`src/source/coreTypes.sv`:
```
package coreTypes;

	localparam int DataWidth = 32;

	// major opcodes of the supported RV32I subset
	typedef enum logic [6:0] {
		opReg    = 7'b0110011,
		opImm    = 7'b0010011,
		opLui    = 7'b0110111,
		opLoad   = 7'b0000011,
		opStore  = 7'b0100011,
		opBranch = 7'b1100011,
		opJal    = 7'b1101111,
		opSystem = 7'b1110011
	} opcodeT;

	typedef enum logic [3:0] {
		aluAdd,
		aluSub,
		aluAnd,
		aluOr,
		aluXor,
		aluSlt,
		aluSll,
		aluSrl,
		aluPassB
	} aluOpT;

	typedef struct packed {
		aluOpT aluOp;
		logic  aluSrcImm;
		logic  regWrite;
		logic  memToReg;
		logic  memRead;
		logic  memWrite;
		logic  branch;
		logic  branchOnNotZero;
		logic  jump;
		logic  halt;
	} controlT;

	// address is a word address, not a byte address
	typedef struct packed {
		logic                 write;
		logic [31:0]          address;
		logic [DataWidth-1:0] writeData;
	} memReqT;

endpackage

```
`src/source/memArbiter.sv`:
```
`timescale 1ns/1ps

module memArbiter import coreTypes::*; #(
	parameter int MemWords = 1024
) (
	input  logic                        clk,
	input  logic                        rstN,
	input  memReqT                      hostReq,
	input  memReqT                      dataReq,
	input  memReqT                      fetchReq,
	input  logic                        hostValid,
	input  logic                        dataValid,
	input  logic                        fetchValid,
	output logic                        hostReady,
	output logic                        dataReady,
	output logic                        fetchReady,
	output logic                        hostRespValid,
	output logic                        dataRespValid,
	output logic                        fetchRespValid,
	output logic [DataWidth-1:0]        respData,
	output logic                        memEnable,
	output logic                        memWrite,
	output logic [$clog2(MemWords)-1:0] memAddr,
	output logic [DataWidth-1:0]        memWriteData,
	input  logic [DataWidth-1:0]        memReadData
);

	localparam int AddrBits = $clog2(MemWords);

	memReqT grantedReq;

	// fixed priority: host, then data, then fetch
	assign hostReady  = hostValid;
	assign dataReady  = dataValid && !hostValid;
	assign fetchReady = fetchValid && !hostValid && !dataValid;

	always_comb begin
		if (hostValid) begin
			grantedReq = hostReq;
		end else if (dataValid) begin
			grantedReq = dataReq;
		end else begin
			grantedReq = fetchReq;
		end
	end

	assign memEnable    = hostValid || dataValid || fetchValid;
	assign memWrite     = grantedReq.write;
	// upper address bits are dropped
	assign memAddr      = grantedReq.address[AddrBits-1:0];
	assign memWriteData = grantedReq.writeData;
	assign respData     = memReadData;

	// remember who was granted so the response goes back to them only
	always_ff @(posedge clk or negedge rstN) begin
		if (!rstN) begin
			hostRespValid  <= 1'b0;
			dataRespValid  <= 1'b0;
			fetchRespValid <= 1'b0;
		end else begin
			hostRespValid  <= hostReady;
			dataRespValid  <= dataReady;
			fetchRespValid <= fetchReady;
		end
	end

	oneGrant: assert property (@(posedge clk) disable iff (!rstN)
		$onehot0({hostReady, dataReady, fetchReady}));

endmodule

```
`config.mk`:
```
export PLATFORM = sky130hd
export DESIGN_NAME = memArbiter
export DESIGN_NICKNAME = d
export VERILOG_FILES = /design/src/source/coreTypes.sv /design/src/source/memArbiter.sv
export SDC_FILE = /design/constraint.sdc
export NUM_CORES = 1
export LEC_CHECK = 0
export BUFFER_PORTS_ARGS = -buffer_cell sky130_fd_sc_hd__buf_2
export CAP_MARGIN = 10
export CORE_AREA = 4 4 119 121
export DETAILED_ROUTE_END_ITERATION = 6
export DIE_AREA = 0 0 123 125
export HOLD_SLACK_MARGIN = 0.02
export MAX_ROUTING_LAYER = met4
export PLACE_DENSITY = 0.45
export SYNTH_ARGS = -nofsm -noshare
export SYNTH_HDL_FRONTEND = slang
export SYNTH_SLANG_ARGS = --single-unit
```
`constraint.sdc`:
```
create_clock -name clk -period 0.83 [get_ports clk]
set_input_delay 0.083 -clock clk [delete_from_list [all_inputs] [get_ports clk]]
set_output_delay 0.083 -clock clk [all_outputs]
set_load 0.01 [all_outputs]
```
==> out/results.tsv <==
metric	value	unit
top_level_ports	314	
slew-limit-headroom	0.885	
stdcell_area	0.00255	mm^2
cts_buffers	3	
placed_cell_area	0.00215	mm^2
synth_compound_area_frac	0.168	
initialDrtViolationCount	32	
synth-xor-area-share	0	
yosys.area_share.adder	0	
leakage	1.40	nW
synthesis.area	0.00130	mm^2
drt-total-wl	6790	um
wl_per_cell	13.2	um
power_frac_seq	0.071	
synth_top_family_by_area	multiplexers	
crit_path_end_kind	output pin	
yosys_warnings	0	
violations	negative setup slack	
routabilityCongestion	0.722	
yosysSeqAreaShare	0.0577	
placement.io_buffers	183	
p_clk_frac	0.345	
fin_tns_setup	-0.219	ns
antenna_found_initial	0	
grt-ovfl-total	0	
max-vdd-ir-drop	0.404	mV
area_growth	96.3	%
maxSlewViolCount	0	
setup_viol	18	
vias	1858	
core	0.0131	mm^2
dp_hpwl	4790	um
setup_ws	-0.0461	ns
fin_crit_sh	1.06	
cts_htree_levels	1	
clockRootBuffer	clkbuf_16	
synth_cell_type_count	14	
power_frac_comb	0.585	
preCtsSetupSlack	-0.213	ns
final_util	0.195	
muxShareOfSynthArea	0.331	
switching_share	0.317	
p_sw	0.700	mW
clock_sinks	3	
timing.fmax	1.14	GHz
cp_max_fo	6	
synth_nets	415	
status	complete, but fails checks	
rsz0062_at_grt	true	
viasPerCell	3.61	
path_clk_slew	0.03	ns
grt_first_pass_wirelength	9370	um
layout_commonest_cell	buf_2	
syn_inst	183	
critPathLaunchType	input port	
nFillCells	1457	
drc_errors	0	
die_x	123	um
drive_gt1_frac	0.622	
die_area	0.0154	mm^2
seqCellArea	75.1	um^2
hold_viol	0	
synthSimpleGateAreaFrac	0.139	
worst_pin_slew	0.170	ns
hp-class	input port to flop	
grt_pass1_vias	1925	
nets	572	
ys_ff_latch	3	
synth_area_leaders	mux2i_1 (33%), buf_4 (19%), o21ai_1 (14%)	
layout_common_cells	buf_2 (181), nand2_1 (43), o21ai_1 (40)	
yosysTopAreaCell	mux2i_1	
cts.path.max_buffers	2	
first_pass_iters	4	
grt_max_degree	25	
total_power	2.21	mW
rows	42	
internal_power	1.51	mW
start_util	0.0994	
post_cts_buffers	0	
maxCapViolations	0	
die_y	125	um
crit_arrival	0.79	ns
multi_input_area	870	um^2
cts_tree	done	
grt_usage	0.0773	
syn-mean-instance-area	7.11	um^2
required	0.75	ns
pwr_density_cell	863	mW/mm^2
n_antenna_cell	0	
synth.top_cell.area_share	0.331	
worst-setup-path-type	input port to output pin	
period_needed	0.876	ns
final_antenna_net_count	0	
-- per-stage QoR --
step,hold WS (ns),std cells
2_1_floorplan,-0.213,183
3_3_place_gp,-0.121,501
3_5_place_dp,-0.116,501
4_1_cts,0.156,513
5_1_grt,0.165,515
6_report,0.153,515
-- per-layer routing --
metal / up-vias / part of all wire / track usage
met2: 91 / 0.52 / 0.146
met5: - / 0 / -
met1: 850 / 0.39 / 0.0859
met3: 8 / 0.092 / 0.0140
met4: 0 / 0.0046 / 0.00977
li1: 909 / - / -
-- timing repair --
item | CTS | global route
endpoints found under the setup margin | 45 | 40
pin swaps | 1 | 1
endpoints found under the hold margin | 3 | 0
hold buffers | 1 | 0
gates resized for setup | 23 | 6
cloned | 7 | 2
-- registers in the layout, indices dropped and copies added (netlist names) --
signal,count
dataRespValid,1
fetchRespValid,1
hostRespValid,1
-- power groups by stage --
stage          Clock, mW  Combinational (mW)  Sequential (mW)
3_3_place_gp           0                1.07            0.157
5_1_grt            0.785                1.41            0.156
6_report           0.761                1.29            0.156
3_5_place_dp           0                1.08            0.157
4_1_cts            0.771                1.27            0.156
2_1_floorplan          0               0.693            0.161
-- worst max-delay path, stage by stage --
cell     delay (ns)
buf_16         0.13
buf_12         0.14
mux2i_4        0.18
o21ai_1        0.11
buf_2          0.14
-- synthesized netlist by cell type (all sizes together) --
library cell and count:
buf 43, clkbuf 5, dfrtp 3, mux2i 43, nand2 43, nor2b 1
nor3b 1, o21ai 43, or3 1
-- layout make-up --
cell class,count,area share
clock buffer,4,0.0309
tap,176,0.0862
timing repair buffer,200,0.513
sequential,3,0.0294
multi-input combinational,132,0.340
-- worst paths after layout --
kind                       startpoint                to  slack, ns  depth (start not counted)
min in group asynchronous        rstN     dataRespValid       0.20                          2
min                         dataValid    fetchRespValid       0.15                          3
max                         dataValid  memWriteData[11]      -0.05                          5
max in group asynchronous        rstN     hostRespValid       0.52                          2
-- cell families (layout without fill, tap and decap cells) --
kind of cell / Yosys count / after routing
compound gates: 43 / 43
mux: 43 / 43
simple gates: 46 / 46
flops: 3 / 3
buf+inv: 48 / 204
(Power assumes the default switching activity.)
