File: config.mk
export PLATFORM = sky130hd
export DESIGN_NAME = riscCore
export DESIGN_NICKNAME = d
export VERILOG_FILES = /design/src/source/coreTypes.sv /design/src/source/registerFile.sv /design/src/source/decoder.sv /design/src/source/alu.sv /design/src/source/riscCore.sv
export SDC_FILE = /design/constraint.sdc
export NUM_CORES = 2
export LEC_CHECK = 0
export ABC_AREA = 1
export CAP_MARGIN = 20
export CELL_PAD_IN_SITES_DETAIL_PLACEMENT = 1
export CELL_PAD_IN_SITES_GLOBAL_PLACEMENT = 1
export CORE_ASPECT_RATIO = 1.5
export CORE_MARGIN = 5
export CORE_UTILIZATION = 49
export DETAILED_ROUTE_END_ITERATION = 12
export DONT_BUFFER_PORTS = 1
export PLACE_DENSITY_LB_ADDON = 0.25
export SETUP_SLACK_MARGIN = 0.2
export SLEW_MARGIN = 20
export SYNTH_ARGS = -nofsm -noshare
export SYNTH_HDL_FRONTEND = slang
export SYNTH_HIERARCHICAL = 1
export SYNTH_SLANG_ARGS = --single-unit
File: constraint.sdc
create_clock -name clk -period 7.4 [get_ports clk]
set_input_delay 1.11 -clock clk [delete_from_list [all_inputs] [get_ports clk]]
set_output_delay 1.11 -clock clk [all_outputs]
set_load 0.02 [all_outputs]
File: src/source/coreTypes.sv
package coreTypes;

	localparam int DataWidth = 32;

	// major opcodes of the supported RV32I subset
	typedef enum logic [6:0] {
		opReg    = 7'b0110011,
		opImm    = 7'b0010011,
		opLui    = 7'b0110111,
		opLoad   = 7'b0000011,
		opStore  = 7'b0100011,
		opBranch = 7'b1100011,
		opJal    = 7'b1101111,
		opSystem = 7'b1110011
	} opcodeT;

	typedef enum logic [3:0] {
		aluAdd,
		aluSub,
		aluAnd,
		aluOr,
		aluXor,
		aluSlt,
		aluSll,
		aluSrl,
		aluPassB
	} aluOpT;

	typedef struct packed {
		aluOpT aluOp;
		logic  aluSrcImm;
		logic  regWrite;
		logic  memToReg;
		logic  memRead;
		logic  memWrite;
		logic  branch;
		logic  branchOnNotZero;
		logic  jump;
		logic  halt;
	} controlT;

	// address is a word address, not a byte address
	typedef struct packed {
		logic                 write;
		logic [31:0]          address;
		logic [DataWidth-1:0] writeData;
	} memReqT;

endpackage

File: src/source/registerFile.sv
`timescale 1ns/1ps

module registerFile import coreTypes::*; (
	input  logic                 clk,
	input  logic [4:0]           rsAddr1,
	input  logic [4:0]           rsAddr2,
	input  logic [4:0]           rdAddr,
	input  logic                 writeEnable,
	input  logic [DataWidth-1:0] writeData,
	output logic [DataWidth-1:0] readData1,
	output logic [DataWidth-1:0] readData2
);

	logic [DataWidth-1:0] regs [32];

	always_ff @(posedge clk) begin
		if (writeEnable && rdAddr != 5'd0) begin
			regs[rdAddr] <= writeData;
		end
	end

	// x0 never holds anything but zero
	assign readData1 = (rsAddr1 == 5'd0) ? '0 : regs[rsAddr1];
	assign readData2 = (rsAddr2 == 5'd0) ? '0 : regs[rsAddr2];

endmodule

File: src/source/decoder.sv
`timescale 1ns/1ps

module decoder import coreTypes::*; (
	input  logic [DataWidth-1:0] instruction,
	output controlT              control,
	output logic [DataWidth-1:0] immediate,
	output logic [4:0]           rs1,
	output logic [4:0]           rs2,
	output logic [4:0]           rd
);

	opcodeT     opcode;
	logic [2:0] funct3;
	logic [6:0] funct7;

	function automatic aluOpT aluFromFunct(input logic [2:0] f3, input logic subtract);
		case (f3)
			3'b000:  aluFromFunct = subtract ? aluSub : aluAdd;
			3'b001:  aluFromFunct = aluSll;
			3'b010:  aluFromFunct = aluSlt;
			3'b100:  aluFromFunct = aluXor;
			3'b101:  aluFromFunct = aluSrl;
			3'b110:  aluFromFunct = aluOr;
			3'b111:  aluFromFunct = aluAnd;
			default: aluFromFunct = aluAdd;
		endcase
	endfunction

	assign opcode = opcodeT'(instruction[6:0]);
	assign funct3 = instruction[14:12];
	assign funct7 = instruction[31:25];
	assign rs1    = instruction[19:15];
	assign rs2    = instruction[24:20];
	assign rd     = instruction[11:7];

	always_comb begin
		control       = '0;
		control.aluOp = aluAdd;
		// I format unless the opcode says otherwise
		immediate     = {{20{instruction[31]}}, instruction[31:20]};
		case (opcode)
			opReg: begin
				control.aluOp    = aluFromFunct(funct3, funct7[5]);
				control.regWrite = 1'b1;
			end
			opImm: begin
				control.aluOp     = aluFromFunct(funct3, 1'b0);
				control.aluSrcImm = 1'b1;
				control.regWrite  = 1'b1;
			end
			opLui: begin
				immediate         = {instruction[31:12], 12'b0};
				control.aluOp     = aluPassB;
				control.aluSrcImm = 1'b1;
				control.regWrite  = 1'b1;
			end
			opLoad: begin
				control.aluSrcImm = 1'b1;
				control.regWrite  = 1'b1;
				control.memToReg  = 1'b1;
				control.memRead   = 1'b1;
			end
			opStore: begin
				immediate         = {{20{instruction[31]}}, instruction[31:25], instruction[11:7]};
				control.aluSrcImm = 1'b1;
				control.memWrite  = 1'b1;
			end
			opBranch: begin
				immediate = {{19{instruction[31]}}, instruction[31], instruction[7],
					instruction[30:25], instruction[11:8], 1'b0};
				control.aluOp  = aluSub;
				control.branch = 1'b1;
				// funct3 001 is bne
				control.branchOnNotZero = funct3[0];
			end
			opJal: begin
				immediate = {{11{instruction[31]}}, instruction[31], instruction[19:12],
					instruction[20], instruction[30:21], 1'b0};
				control.jump     = 1'b1;
				control.regWrite = 1'b1;
			end
			// ebreak, and anything unknown, stops the core
			default: control.halt = 1'b1;
		endcase
	end

endmodule

File: src/source/alu.sv
`timescale 1ns/1ps

module alu import coreTypes::*; (
	input  logic [DataWidth-1:0] operandA,
	input  logic [DataWidth-1:0] operandB,
	input  aluOpT                operation,
	output logic [DataWidth-1:0] result,
	output logic                 zero
);

	logic lessThan;

	// signed compare for slt and slti
	assign lessThan = $signed(operandA) < $signed(operandB);

	always_comb begin
		case (operation)
			aluAdd:   result = operandA + operandB;
			aluSub:   result = operandA - operandB;
			aluAnd:   result = operandA & operandB;
			aluOr:    result = operandA | operandB;
			aluXor:   result = operandA ^ operandB;
			aluSlt:   result = {{(DataWidth-1){1'b0}}, lessThan};
			aluSll:   result = operandA << operandB[4:0];
			aluSrl:   result = operandA >> operandB[4:0];
			aluPassB: result = operandB;
			default:  result = '0;
		endcase
	end

	assign zero = (result == '0);

endmodule

File: src/source/riscCore.sv
`timescale 1ns/1ps

module riscCore import coreTypes::*; (
	input  logic                 clk,
	input  logic                 rstN,
	input  logic                 run,
	output logic                 halted,
	output memReqT               fetchReq,
	output logic                 fetchValid,
	input  logic                 fetchReady,
	input  logic                 fetchRespValid,
	output memReqT               dataReq,
	output logic                 dataValid,
	input  logic                 dataReady,
	input  logic                 dataRespValid,
	input  logic [DataWidth-1:0] respData
);

	typedef enum logic [2:0] {
		idle,
		fetch,
		waitFetch,
		execute,
		memAccess,
		waitMem,
		haltedState
	} stateT;

	stateT                state;
	logic [DataWidth-1:0] pc;
	logic [DataWidth-1:0] ir;
	logic [DataWidth-1:0] pcPlus4;
	logic [DataWidth-1:0] pcTarget;
	logic [DataWidth-1:0] immediate;
	logic [DataWidth-1:0] readData1;
	logic [DataWidth-1:0] readData2;
	logic [DataWidth-1:0] operandB;
	logic [DataWidth-1:0] aluResult;
	logic [DataWidth-1:0] writeData;
	logic [4:0]           rs1;
	logic [4:0]           rs2;
	logic [4:0]           rd;
	logic                 zero;
	logic                 takeTarget;
	logic                 regWriteEnable;
	controlT              control;

	decoder decoder_inst (
		.instruction (ir),
		.control     (control),
		.immediate   (immediate),
		.rs1         (rs1),
		.rs2         (rs2),
		.rd          (rd)
	);

	registerFile registerFile_inst (
		.clk         (clk),
		.rsAddr1     (rs1),
		.rsAddr2     (rs2),
		.rdAddr      (rd),
		.writeEnable (regWriteEnable),
		.writeData   (writeData),
		.readData1   (readData1),
		.readData2   (readData2)
	);

	assign operandB = control.aluSrcImm ? immediate : readData2;

	alu alu_inst (
		.operandA  (readData1),
		.operandB  (operandB),
		.operation (control.aluOp),
		.result    (aluResult),
		.zero      (zero)
	);

	assign pcPlus4    = pc + 32'd4;
	assign pcTarget   = pc + immediate;
	// beq wants zero, bne wants nonzero
	assign takeTarget = control.jump || (control.branch && (zero != control.branchOnNotZero));

	// loads write back when the data arrives, everything else in execute
	assign regWriteEnable = (state == execute && control.regWrite && !control.memToReg)
		|| (state == waitMem && dataRespValid && control.memToReg);
	assign writeData = (state == waitMem) ? respData : (control.jump ? pcPlus4 : aluResult);

	// byte addresses become word addresses here
	assign fetchValid = (state == fetch);
	assign fetchReq   = '{write: 1'b0, address: {2'b00, pc[31:2]}, writeData: '0};
	assign dataValid  = (state == memAccess);
	assign dataReq    = '{write: control.memWrite, address: {2'b00, aluResult[31:2]},
		writeData: readData2};
	assign halted     = (state == haltedState);

	always_ff @(posedge clk) begin
		if (state == waitFetch && fetchRespValid) begin
			ir <= respData;
		end
	end

	always_ff @(posedge clk or negedge rstN) begin
		if (!rstN) begin
			state <= idle;
			pc    <= '0;
		end else begin
			case (state)
				idle: begin
					pc <= '0;
					if (run) state <= fetch;
				end
				fetch:     if (fetchReady) state <= waitFetch;
				waitFetch: if (fetchRespValid) state <= execute;
				execute: begin
					if (control.halt) begin
						state <= haltedState;
					end else begin
						pc <= takeTarget ? pcTarget : pcPlus4;
						if (control.memRead || control.memWrite) begin
							state <= memAccess;
						end else begin
							state <= fetch;
						end
					end
				end
				memAccess:   if (dataReady) state <= waitMem;
				waitMem:     if (dataRespValid) state <= fetch;
				haltedState: if (!run) state <= idle;
				default:     state <= idle;
			endcase
		end
	end

	oneRequest: assert property (@(posedge clk) disable iff (!rstN)
		!(fetchValid && dataValid));

	// the arbiter must route each response to the waiting requester
	respRouted: assert property (@(posedge clk) disable iff (!rstN)
		(fetchRespValid |-> state == waitFetch) and (dataRespValid |-> state == waitMem));

endmodule

==> results.md <==
* Post-route DRC at 0
* Area growth syn-to-layout at 10.3%
* Sink Count at 1,091
* Final hold violations at 0
* Overall Power at 24.9 mW
* RR Endpoint: pc[7]$_DFFE_PN0P_
* Largest cells by area after synthesis: edfxtp_1 45%, nand2_1 17%, nand3_1 10%
* Layout cells sized above 1 at 8.55%
* Max VDD drop at 0.629 mV
* Post-synth ARST share at 3.21%
* Clk Latency, worst-skew pair at 0.82 ns
* Vias per std cell at 6.52
* Final slew viol count at 0
* Commonest non-fill, non-tap cell in the layout: nand2_1
* WL/cell at 32.6 um
* Core area at 0.143 mm2
* Final WL at 372,000 um
* Clk_skew at 0.0896 ns
* Crit share post-route at 98.4%
* Chip height at 475 um
* Max Root-Sink Buffers at 3
* Final HPWL DP at 243,000 um
* GRT Overall Usage at 46.6%
* Clock slew at reported path FFs at 0.08 ns
* Worst setup EP type: output pin
* Root buf cell: clkbuf_16
* Std-Cell Rows at 170
* Sequential-to-total area share from yosys stat at 46.2%
* Area leader, netlist: edfxtp_1
* #FFs+latches synth at 1,091
* Unique masters post-synth at 65
* Final setup violation count at 0
* Syn Inst Count at 9,482
* Main synth FF type: edfxtp_1
* PwrDens at 320 mW/mm2
* Worst R2R Setup Slack at 0.18 ns
* WP data required at 6.29 ns
* WS Path Type: flip-flop to output pin
* Initial core utilization at 49.3%
* # Max-Cap Violations at 0
* CP Data Arrival Time at 6.17 ns
* Leak at 33.4 nW
* Io pins at 172
* Die width at 320 um
* Top cell type's share of synthesized area at 45.0%
* Number of synthesized flops with an enable pin at 1,056
* Number of global-route vias before repair at 76,491
* Max transition margin at 13.2%
* Post-route cell area at 0.0778 mm2
* Placement Cell Area at 0.0737 mm2
* Die ar. at 0.152 mm2
* Min Tclk post-route at 7.28 ns
* Initial antenna violation count at 24
* Crit-path max FO at 10
* Most frequent cells in the layout: 3,256 x nand2_1, 1,422 x nand3_1, 1,056 x edfxtp_1
* Global-route wire length before repair at 518,000 um
* Synth Warn # at 6
* Vias at 74,433
* Status: complete, no violations
* Initial drt markers at 10,167
* H-Tree Depth at 3
* Startpoint types: flip-flop
* Final ANT Viol Nets at 0
* Hold WC Path Type: input port to asynchronous set/reset pin
* RR Startpoint: ir[23]$_DFFE_PP_
* Mapped cell area at 0.0705 mm2
* Gr ovfl total at 0
* Largest net degree at the start of global routing at 150
* CTS Buf Count at 104
* Placer Congestion at 1.08
* Nets@finish at 9,578
* Max Freq at 0.137 GHz
* Worst-Margin Slew at 1.30 ns
* # port buffers at 0
* Drt pass-1 iters at 5
* TritonCTS clock tree: yes
* FF-to-FF path depth at 33
* Average cell area after synthesis at 7.44 um2
* RSZ-0062 raised after global routing: true
[report_power, final]
group | total, mW | internal (mW) | switching (mW)
clock network | 5.69 | 3.06 | 2.63
logic | 10.6 | 2.43 | 8.12
registers | 8.63 | 8.52 | 0.110
[worst max-delay path by stage]
stage	startpoint	slack (ns)	endpoint	cells after the start
floorplan	ir[20]$_DFFE_PP_	1.32	registerFile_inst/regs[0][31]$_DFFE_PP_	34
global placement	ir[20]$_DFFE_PP_	-0.02	pc[1]$_DFFE_PN0P_	38
detailed placement	ir[20]$_DFFE_PP_	0.19	pc[1]$_DFFE_PN0P_	36
CTS	ir[20]$_DFFE_PP_	0.20	dataReq[59]	23
global route	ir[20]$_DFFE_PP_	0.15	dataReq[40]	23
finish	ir[22]$_DFFE_PP_	0.12	dataReq[41]	26
[kinds of logic after synthesis]
| group | synth area share, % |
|---|---|
| simple gates | 35.3 |
| buf+inv | 8.11 |
| flops | 46.2 |
| compound gates | 7.06 |
| fa+ha+maj | 2.37 |
| mux | 0.523 |
| xor+xnor | 0.385 |
| other cells | 0.0106 |
[final cells by class]
cell class / instances / area [um2]
Timing Repair inverter: 2 / 17.5
Fill cell: 17812 / 65400
Clock inverter: 72 / 785
Sequential cell: 1091 / 32600
Clock buffer: 119 / 2700
Multi-Input combinational cell: 7169 / 32900
Tap cell: 1892 / 2370
Inverter: 648 / 2510
Timing Repair Buffer: 391 / 3840
Antenna cell: 28 / 70.1
[flip-flops by register name, indices dropped and copies added (netlist names)]
register and cells:
ir 32, state 3, registerFile_inst/regs 1024, pc 32
[Yosys cell counts, types with 9 or more instances]
| cell | count |
|---|---|
| nand2_1 | 3256 |
| nand3_1 | 1425 |
| edfxtp_1 | 1056 |
| nor2_1 | 1041 |
| inv_1 | 624 |
| o21ai_0 | 452 |
| a21oi_1 | 312 |
| buf_2 | 233 |
| clkbuf_1 | 208 |
| ha_1 | 129 |
| buf_4 | 108 |
| buf_1 | 69 |
| o21ai_1 | 64 |
| o211ai_1 | 48 |
| nor3_1 | 46 |
| nand2_2 | 45 |
| dfrtp_1 | 35 |
| nand4_1 | 35 |
| mux2_2 | 31 |
| o22ai_1 | 26 |
| nor2_2 | 23 |
| buf_6 | 20 |
| inv_2 | 20 |
| xor2_1 | 17 |
| nand3_2 | 16 |
| and2_1 | 15 |
| and3_1 | 15 |
| o21a_1 | 14 |
| xnor2_1 | 14 |
| o21bai_1 | 11 |
| nand2_4 | 9 |
[critical path, stage by stage, from the launching register on]
cell      delay, ns
edfxtp_1       0.49
nor2_2         0.25
inv_1          0.28
nor2_4         0.21
buf_4          0.20
buf_4          0.17
buf_4          0.13
nand2_1        0.06
nand3_1        0.06
nor2_1         0.05
nand2_1        0.06
nand2_1        0.07
nor2_2         0.44
mux2_2         0.36
inv_1          0.10
ha_1           0.55
nor2_1         0.16
nand2_1        0.17
nor2_1         0.07
nand2_1        0.11
nand3_1        0.24
nand2_1        0.12
nand3_1        0.17
nand2_1        0.22
nor2_1         0.09
buf_4          0.13
inv_1          0.39
[per-stage QoR]
step / util [%] / setup WS [ns] / hold WS, ns / TNS, ns / std cells
finish: 54.3 / 0.116 / 0.121 / 0 / 11412
global route: 54.3 / 0.148 / 0.125 / 0 / 11389
CTS: 54.1 / 0.200 / 0.110 / 0 / 11372
detailed placement: 51.5 / 0.191 / 0.530 / 0 / 11172
global placement: 51.5 / -0.0213 / 0.525 / -0.0213 / 11171
floorplan: - / 1.32 / 0.481 / 0 / 9549
[metal layers]
metal,track usage (%),wire length [um],share of wire [%]
met4,44.9,46500,13
met1,49.1,116000,31
met3,13.1,43700,12
met2,74.2,166000,45
met5,0,66,0.018
[timing repair]
item,4_1_cts,5_1_grt
hold buffers,1,0
pin swaps,1,0
gates cloned,3,5
gates resized for setup,13,34
setup buffers,5,3
endpoints found under the setup margin,43,51
endpoints found under the hold margin,35,0
Note: power is estimated with default switching activity, not from simulation.
